--- src/verilog/fifo_pkg.sv ---
package fifo_pkg;

  // controller states, one-hot is not needed for five states
  typedef enum logic [2:0] {
    ctrl_idle  = 3'd0,   // waiting for a strobe or a pending request
    ctrl_write = 3'd1,   // store one word, one cycle
    ctrl_read  = 3'd2,   // fetch the oldest word
    ctrl_swap  = 3'd3,   // fetch oldest and store new in one cycle
    ctrl_show  = 3'd4    // fetched word visible on dout
  } ctrl_state_t;

  // address width, 3 bits gives 8 words
  parameter int default_addr_bits = 3;

  // switch word width
  parameter int default_data_bits = 8;

  // cycles the synchronized button must stay stable
  parameter int default_debounce_cycles = 16;

  // depth of the FIFO in words follows from the address width
  // occupancy needs one bit more than the address to hold the full count
  // empty is occupancy zero, full is occupancy equal to the depth

  // a press is one strobe no matter how long the button is held
  // strobes that arrive while busy wait in a single pending slot
  // a second press on an occupied slot is dropped and rejected

  // raw press to dout_valid is debounce_cycles + 4 in the quiet case

endpackage
--- src/verilog/button_fifo.sv ---
`timescale 1ns/10ps

module button_fifo #(
  parameter int addr_bits       = fifo_pkg::default_addr_bits,
  parameter int data_bits       = fifo_pkg::default_data_bits,
  parameter int debounce_cycles = fifo_pkg::default_debounce_cycles
) (
  input  logic                 clock,
  input  logic                 reset,
  input  logic                 write_button,   // raw push button
  input  logic                 read_button,    // raw push button
  input  logic [data_bits-1:0] switches,       // word to store
  output logic [data_bits-1:0] dout,           // last word read
  output logic                 dout_valid,
  output logic                 empty,
  output logic                 full,
  output logic                 reject,
  output logic                 ready,
  output logic [addr_bits:0]   occupancy
);

  logic                 write_press;    // one strobe per write press
  logic                 read_press;     // one strobe per read press
  logic                 store_enable;
  logic [addr_bits-1:0] store_addr;
  logic                 fetch_enable;
  logic [addr_bits-1:0] fetch_addr;

  button_debounce #(
    .debounce_cycles (debounce_cycles)
  ) write_debounce (
    .clock  (clock),
    .reset  (reset),
    .button (write_button),
    .press  (write_press)
  );

  button_debounce #(
    .debounce_cycles (debounce_cycles)
  ) read_debounce (
    .clock  (clock),
    .reset  (reset),
    .button (read_button),
    .press  (read_press)
  );

  fifo_control #(
    .addr_bits (addr_bits)
  ) fifo_control_inst (
    .clock        (clock),
    .reset        (reset),
    .write_press  (write_press),
    .read_press   (read_press),
    .store_enable (store_enable),
    .store_addr   (store_addr),
    .fetch_enable (fetch_enable),
    .fetch_addr   (fetch_addr),
    .occupancy    (occupancy),
    .empty        (empty),
    .full         (full),
    .dout_valid   (dout_valid),
    .reject       (reject),
    .ready        (ready)
  );

  fifo_storage #(
    .addr_bits (addr_bits),
    .data_bits (data_bits)
  ) fifo_storage_inst (
    .clock        (clock),
    .store_enable (store_enable),
    .store_addr   (store_addr),
    .store_data   (switches),     // sampled in the write cycle
    .fetch_enable (fetch_enable),
    .fetch_addr   (fetch_addr),
    .fetch_data   (dout)          // register drives the LEDs directly
  );

endmodule

--- src/verilog/fifo_storage.sv ---
`timescale 1ns/10ps

module fifo_storage #(
  parameter int addr_bits = fifo_pkg::default_addr_bits,
  parameter int data_bits = fifo_pkg::default_data_bits
) (
  input  logic                 clock,
  input  logic                 store_enable,   // write strobe from the controller
  input  logic [addr_bits-1:0] store_addr,
  input  logic [data_bits-1:0] store_data,     // switch word
  input  logic                 fetch_enable,   // read strobe from the controller
  input  logic [addr_bits-1:0] fetch_addr,
  output logic [data_bits-1:0] fetch_data      // registered read word
);

  localparam int words = 2 ** addr_bits;

  logic [data_bits-1:0] word_array [words];    // 2^addr_bits entries

  // write port, word lands at the clock edge
  always_ff @(posedge clock)
  begin
    if (store_enable)
      word_array[store_addr] <= store_data;
  end

  // read port, holds its word between fetches
  always_ff @(posedge clock)
  begin
    if (fetch_enable)
      fetch_data <= word_array[fetch_addr];    // same address gives the old word
  end

  // no range checks here, the controller refuses bad requests
  // pointers wrap inside addr_bits so every address is legal
  // a swap on a full FIFO reads and writes one slot together
  // the nonblocking write makes the read see the previous contents
  // so the oldest word leaves as the new one takes its place
  // fetch_data is the dout lamp word and stays put on refused reads
  // store_data comes straight from the switches
  // the word captured is the one present in the write cycle
  // words and data_bits fix the array at elaboration
  // this maps onto distributed or block RAM with a registered output
  // both ports share one clock

endmodule

--- src/verilog/fifo_control.sv ---
`timescale 1ns/10ps

module fifo_control #(
  parameter int addr_bits = fifo_pkg::default_addr_bits
) (
  input  logic                 clock,
  input  logic                 reset,
  input  logic                 write_press,   // debounced write strobe
  input  logic                 read_press,    // debounced read strobe
  output logic                 store_enable,
  output logic [addr_bits-1:0] store_addr,
  output logic                 fetch_enable,
  output logic [addr_bits-1:0] fetch_addr,
  output logic [addr_bits:0]   occupancy,     // words held
  output logic                 empty,
  output logic                 full,
  output logic                 dout_valid,    // new word on dout this cycle
  output logic                 reject,        // refused or dropped request
  output logic                 ready          // lamp, high after reset
);

  import fifo_pkg::*;

  localparam logic [addr_bits:0] depth = {1'b1, {addr_bits{1'b0}}};

  ctrl_state_t          state;
  ctrl_state_t          state_next;
  logic                 write_pending;       // write waiting for idle
  logic                 read_pending;        // read waiting for idle
  logic                 write_pending_next;
  logic                 read_pending_next;
  logic                 write_request;       // strobe or pending write
  logic                 read_request;        // strobe or pending read
  logic                 write_take;          // idle consumes the write
  logic                 read_take;           // idle consumes the read
  logic                 refuse;              // write when full or read when empty
  logic                 overflow;            // press on an occupied pending slot
  logic [addr_bits-1:0] write_ptr;           // next slot to store, wraps
  logic [addr_bits-1:0] read_ptr;            // oldest word, wraps
  logic [addr_bits:0]   occupancy_next;

  assign write_request = write_pending | write_press;
  assign read_request  = read_pending | read_press;

  always_comb
  begin
    state_next = state;
    write_take = 1'b0;
    read_take  = 1'b0;
    refuse     = 1'b0;
    case (state)
      ctrl_idle:
      begin
        if (write_request && read_request)
        begin
          write_take = 1'b1;
          if (empty)
            state_next = ctrl_write;   // store first, read stays pending
          else
          begin
            read_take  = 1'b1;
            state_next = ctrl_swap;    // works when full as well
          end
        end
        else if (write_request)
        begin
          write_take = 1'b1;
          if (full)
            refuse = 1'b1;
          else
            state_next = ctrl_write;
        end
        else if (read_request)
        begin
          read_take = 1'b1;
          if (empty)
            refuse = 1'b1;             // dout keeps its old word
          else
            state_next = ctrl_read;
        end
      end
      ctrl_read, ctrl_swap: state_next = ctrl_show;   // storage word lands next cycle
      default:              state_next = ctrl_idle;   // write and show last one cycle
    endcase
  end

  // a taken slot keeps a press arriving in the same cycle
  assign write_pending_next = write_take ? (write_pending & write_press)
                                         : (write_pending | write_press);
  assign read_pending_next  = read_take ? (read_pending & read_press)
                                        : (read_pending | read_press);
  assign overflow = (!write_take && write_press && write_pending)
                 || (!read_take && read_press && read_pending);

  always_comb
  begin
    case (state)
      ctrl_write: occupancy_next = occupancy + 1'b1;
      ctrl_read:  occupancy_next = occupancy - 1'b1;
      default:    occupancy_next = occupancy;   // swap leaves the count alone
    endcase
  end

  assign store_enable = (state == ctrl_write) || (state == ctrl_swap);
  assign store_addr   = write_ptr;
  assign fetch_enable = (state == ctrl_read) || (state == ctrl_swap);
  assign fetch_addr   = read_ptr;
  assign dout_valid   = (state == ctrl_show);

  always_ff @(posedge clock or posedge reset)
  begin
    if (reset)
    begin
      state         <= ctrl_idle;
      write_pending <= 1'b0;
      read_pending  <= 1'b0;
      write_ptr     <= '0;
      read_ptr      <= '0;
      occupancy     <= '0;
      empty         <= 1'b1;
      full          <= 1'b0;
      reject        <= 1'b0;
      ready         <= 1'b0;
    end
    else
    begin
      state         <= state_next;
      write_pending <= write_pending_next;
      read_pending  <= read_pending_next;
      if (store_enable)
        write_ptr <= write_ptr + 1'b1;   // natural wrap at depth
      if (fetch_enable)
        read_ptr <= read_ptr + 1'b1;
      occupancy <= occupancy_next;
      empty     <= (occupancy_next == '0);
      full      <= (occupancy_next == depth);
      reject    <= refuse | overflow;    // one cycle after the idle decision
      ready     <= 1'b1;
    end
  end

endmodule

--- src/verilog/button_debounce.sv ---
`timescale 1ns/10ps

module button_debounce #(
  parameter int debounce_cycles = fifo_pkg::default_debounce_cycles
) (
  input  logic clock,
  input  logic reset,
  input  logic button,   // raw level from the push button
  output logic press     // one-cycle strobe per accepted press
);

  // counter only has to reach debounce_cycles - 1
  localparam int count_bits = (debounce_cycles > 1) ? $clog2(debounce_cycles) : 1;
  localparam logic [count_bits-1:0] count_limit = count_bits'(debounce_cycles - 1);

  logic                  sync_first;   // first synchronizer stage
  logic                  sync_second;  // second stage, safe to use
  logic                  level;        // debounced button level
  logic [count_bits-1:0] stable_count; // cycles the new level has held
  logic                  changed;      // synchronized input differs from level
  logic                  flip;         // new level held long enough

  assign changed = (sync_second != level);
  assign flip    = changed && (stable_count == count_limit);

  always_ff @(posedge clock or posedge reset)
  begin
    if (reset)
    begin
      sync_first  <= 1'b0;
      sync_second <= 1'b0;
    end
    else
    begin
      sync_first  <= button;       // metastability guard
      sync_second <= sync_first;
    end
  end

  always_ff @(posedge clock or posedge reset)
  begin
    if (reset)
    begin
      stable_count <= '0;
      level        <= 1'b0;
      press        <= 1'b0;
    end
    else
    begin
      press <= flip && sync_second;             // rising flip only
      if (!changed)
        stable_count <= '0;                     // bounce back, start over
      else if (flip)
      begin
        level        <= sync_second;            // accept the new level
        stable_count <= '0;
      end
      else
        stable_count <= stable_count + 1'b1;    // still counting
    end
  end

  // latency raw edge to press is two sync stages plus debounce_cycles
  // a pulse shorter than debounce_cycles never reaches the limit
  // release is debounced the same way but emits no strobe

endmodule

--- config.mk ---
export PLATFORM = sky130hd
export DESIGN_NAME = button_fifo
export DESIGN_NICKNAME = d
export VERILOG_FILES = /design/src/verilog/fifo_pkg.sv /design/src/verilog/button_fifo.sv /design/src/verilog/fifo_storage.sv /design/src/verilog/fifo_control.sv /design/src/verilog/button_debounce.sv
export SDC_FILE = /design/constraint.sdc
export NUM_CORES = 1
export LEC_CHECK = 0
export BUFFER_PORTS_ARGS = -buffer_cell sky130_fd_sc_hd__buf_2
export CAP_MARGIN = 10
export CELL_PAD_IN_SITES_DETAIL_PLACEMENT = 2
export CELL_PAD_IN_SITES_GLOBAL_PLACEMENT = 2
export CORE_MARGIN = 1
export CORE_UTILIZATION = 48
export DETAILED_ROUTE_END_ITERATION = 16
export PLACE_DENSITY_LB_ADDON = 0.1
export SLEW_MARGIN = 20
export SYNTH_ARGS = -nofsm -noshare
export SYNTH_HDL_FRONTEND = slang
export SYNTH_SLANG_ARGS = --single-unit
--- constraint.sdc ---
create_clock -name clock -period 6.9 [get_ports clock]
set_input_delay 0.69 -clock clock [delete_from_list [all_inputs] [get_ports clock]]
set_output_delay 0.69 -clock clock [all_outputs]
set_load 0.05 [all_outputs]
==> reports/summary.txt <==
Status -> finished clean
DRC Markers -> 0
Setup violations, final -> 0
Unique cell type count in the Yosys netlist -> 44
Max Cap Violations -> 0
Crit-path max FO -> 14
Post-CTS setup buffer count -> 0
Share of the clock period used by the worst path -> 37.4%
Share of cells above drive strength 1 -> 31.0%
Die H -> 96.4 um
CTS max path bufs -> 2
Largest net degree at the start of global routing -> 36
Avg Vias per Cell -> 5.67
Critical Path RT -> 7200 ps
Fin crit period -> 2580 ps
Worst ir drop on vdd -> 141 uV
Power consumption -> 1.13 mW
Core box area -> 8680 sq um
Critical Path Start Type -> register
Synth Register Bits -> 107
Syn. warnings -> 0
Post-route ant nets -> 0
TritonCTS Buffers -> 9
Reg clk slew, reported paths -> 110 ps
Commonest cells post-synth -> edfxtp_1, dfrtp_1, mux4_2, nor2_1, mux2_2
Place WS -> 4320 ps
Hold Crit Class -> register to register
Final nets -> 301
Final WL -> 9390 um
Synth async-reset ratio -> 32.7%
Top-count cell post-synth -> edfxtp_1
Vias in the first global route -> 2456
Setup ws final -> 4320 ps
EDFF count, synth -> 72
Netlist Area Pre-Place -> 4280 sq um
H-tree depth -> 3
Crit path largest cell delay -> 720 ps
Final hold vios -> 0
TritonCTS clock tree -> done
CTS Hold Bufs -> 0
Share of Yosys cell area claimed by the top area cell type -> 50.5%
Cell taking the most area after synthesis -> edfxtp_1
Initial antenna violation count -> 0
Gpl congestion -> 0.753
Slew Viols, Final -> 0
Drt first pass iters -> 4
Post_cts resized -> 0
Synth Flop Type -> edfxtp_1
IO Port Bufs -> 28
Die Area -> 9300 sq um
Post-detail-place hpwl -> 6490 um
Setup Total Neg Slack -> 0 ps
Worst-Margin Slew -> 1120 ps
Kind of critical path -> register to register
Buf/Inv on CP -> 1
Clock skew -> 13.9 ps
Slew HR -> 25.3%
CTS root buffer -> clkbuf_8
Top area cells in the synthesized netlist -> edfxtp_1, dfrtp_1, mux4_2
Syn_nets -> 264
Rows -> 34
CTS sink count -> 107
Fmax -> 388 MHz
Pwr per Cell Area -> 235 nW/um^2
CP max-delay cell -> a2111oi_0
Initial Util -> 49.3%
Register area share after synthesis -> 71.0%
Drt wl/cell -> 23.8 um
Grt total ovfl -> 0
# diodes -> 0
First-pass GRT wire length -> 14300 um
Area growth syn-to-layout -> 12.3%
Crit-path cells -> or3b_4 -> clkinv_2 -> ha_1 -> a21oi_1 -> a2111oi_0 -> a2111oi_4 -> nor3_1
Worst-Skew Late Latency -> 370 ps
Drt first-iter violations -> 74
Vias -> 2240
RSZ-0062 raised after global routing -> false
Chip Width -> 96.4 um
Post-synthesis cell count -> 245
Critical Path End Type -> register
WP data arrival -> 2880 ps
Leakage -> 1.75 nW
Synth Area per Inst -> 17.5 sq um
Family with the most delay on the worst path -> compound AO/OA/AOI/OAI gates
Ports -> 29
All-Layer GR Usage -> 22.3%
## layout by cell type (no fill, tap or decap), drive strengths merged, types with 2 or more instances in the layout
master	synthesis	layout
or3b	2	2
nor3	4	4
edfxtp	72	72
nand2	7	7
ha	6	6
nand3b	2	2
clkbuf	2	11
nor2b	3	3
nand2b	2	2
buf	5	33
inv	8	12
a2111oi	3	3
clkinv	1	2
o21ai	4	4
nand4b	2	2
xnor2	10	10
mux2	13	13
nor2	17	17
a21oi	8	8
nor4	2	2
nand3	3	3
nor3b	5	5
dfrtp	34	34
mux4	16	16
## path summary, 6_finish.rpt
| path | cells past startpoint | end | slack (ps) | start |
|---|---|---|---|---|
| setup / recovery | 7 | fifo_control_inst.full | 4320 | fifo_control_inst.state[2] |
| hold / removal | 0 | read_debounce.sync_second | 360 | read_debounce.sync_first |
| setup reg to reg | 7 | fifo_control_inst.full | 4320 | fifo_control_inst.state[2] |
| hold reg to reg | 0 | read_debounce.sync_second | 360 | read_debounce.sync_first |
| max in group asynchronous | 3 | fifo_control_inst.empty | 6150 | reset |
| min in group asynchronous | 3 | fifo_control_inst.ready | 410 | reset |
## per-stage QoR
| step | utilization (%) | instances | hold WS [ps] | instance area, sq um |
|---|---|---|---|---|
| 2_1_floorplan | - | 245 | 331 | 4280 |
| 3_3_place_gp | 52.7 | 379 | 341 | 4570 |
| 3_5_place_dp | 52.7 | 379 | 336 | 4570 |
| 4_1_cts | 55.4 | 395 | 365 | 4800 |
| 5_1_grt | 55.4 | 395 | 367 | 4800 |
| 6_report | 55.4 | 395 | 362 | 4800 |
## flip-flops by register name, summed over array words and instances (netlist names), 3 cells and up
name,flops
fifo_control_inst.store_addr,3
fifo_storage_inst.fetch_data,8
fifo_control_inst.fetch_addr,3
read_debounce.stable_count,4
fifo_storage_inst.word_array,64
fifo_control_inst.state,3
write_debounce.stable_count,4
fifo_control_inst.occupancy,4
## kinds of logic after synthesis
family,share of synthesized area (%)
fa+ha+maj,2.46
compound gates,4.06
xor+xnor,2.25
mux,12.1
other cells,0.0876
flops,71.0
simple gates,6.52
buf+inv,1.52
## worst reg2reg max path: cells and delay by family, from the launching register on
| kind | cells | cell delay (ps) |
|---|---|---|
| and+or+nand+nor | 2 | 690 |
| buffers and inverters | 1 | 90 |
| AOI/OAI and AO/OA | 3 | 920 |
| DFF | 1 | 560 |
| adders and majority gates | 1 | 260 |
## per-layer routing
| metal | up-vias | global-route usage, % | wire length (um) |
|---|---|---|---|
| met3 | 10 | 5.56 | 291 |
| met2 | 45 | 38.7 | 4990 |
| met4 | 0 | 6.00 | 119 |
| met1 | 1181 | 27.9 | 3990 |
| met5 | - | 0 | 0 |
| li1 | 1004 | - | - |
## final cells by class
cell class	count	area, sq um
clock buffers	11	174
flip-flops and latches	107	3040
repair buffers	33	178
clock inverters	5	56.3
well taps	108	135
fillers	780	3870
inverters	9	35.0
multi-input cells	122	1190
## where the power goes
| part | switching (mW) | leakage [nW] | internal (mW) | total [mW] |
|---|---|---|---|---|
| combinational | 0.0147 | 0.519 | 0.00680 | 0.0215 |
| sequential | 0.00386 | 1.12 | 0.689 | 0.693 |
| clock | 0.229 | 0.117 | 0.186 | 0.415 |
(Power assumes the default switching activity.)
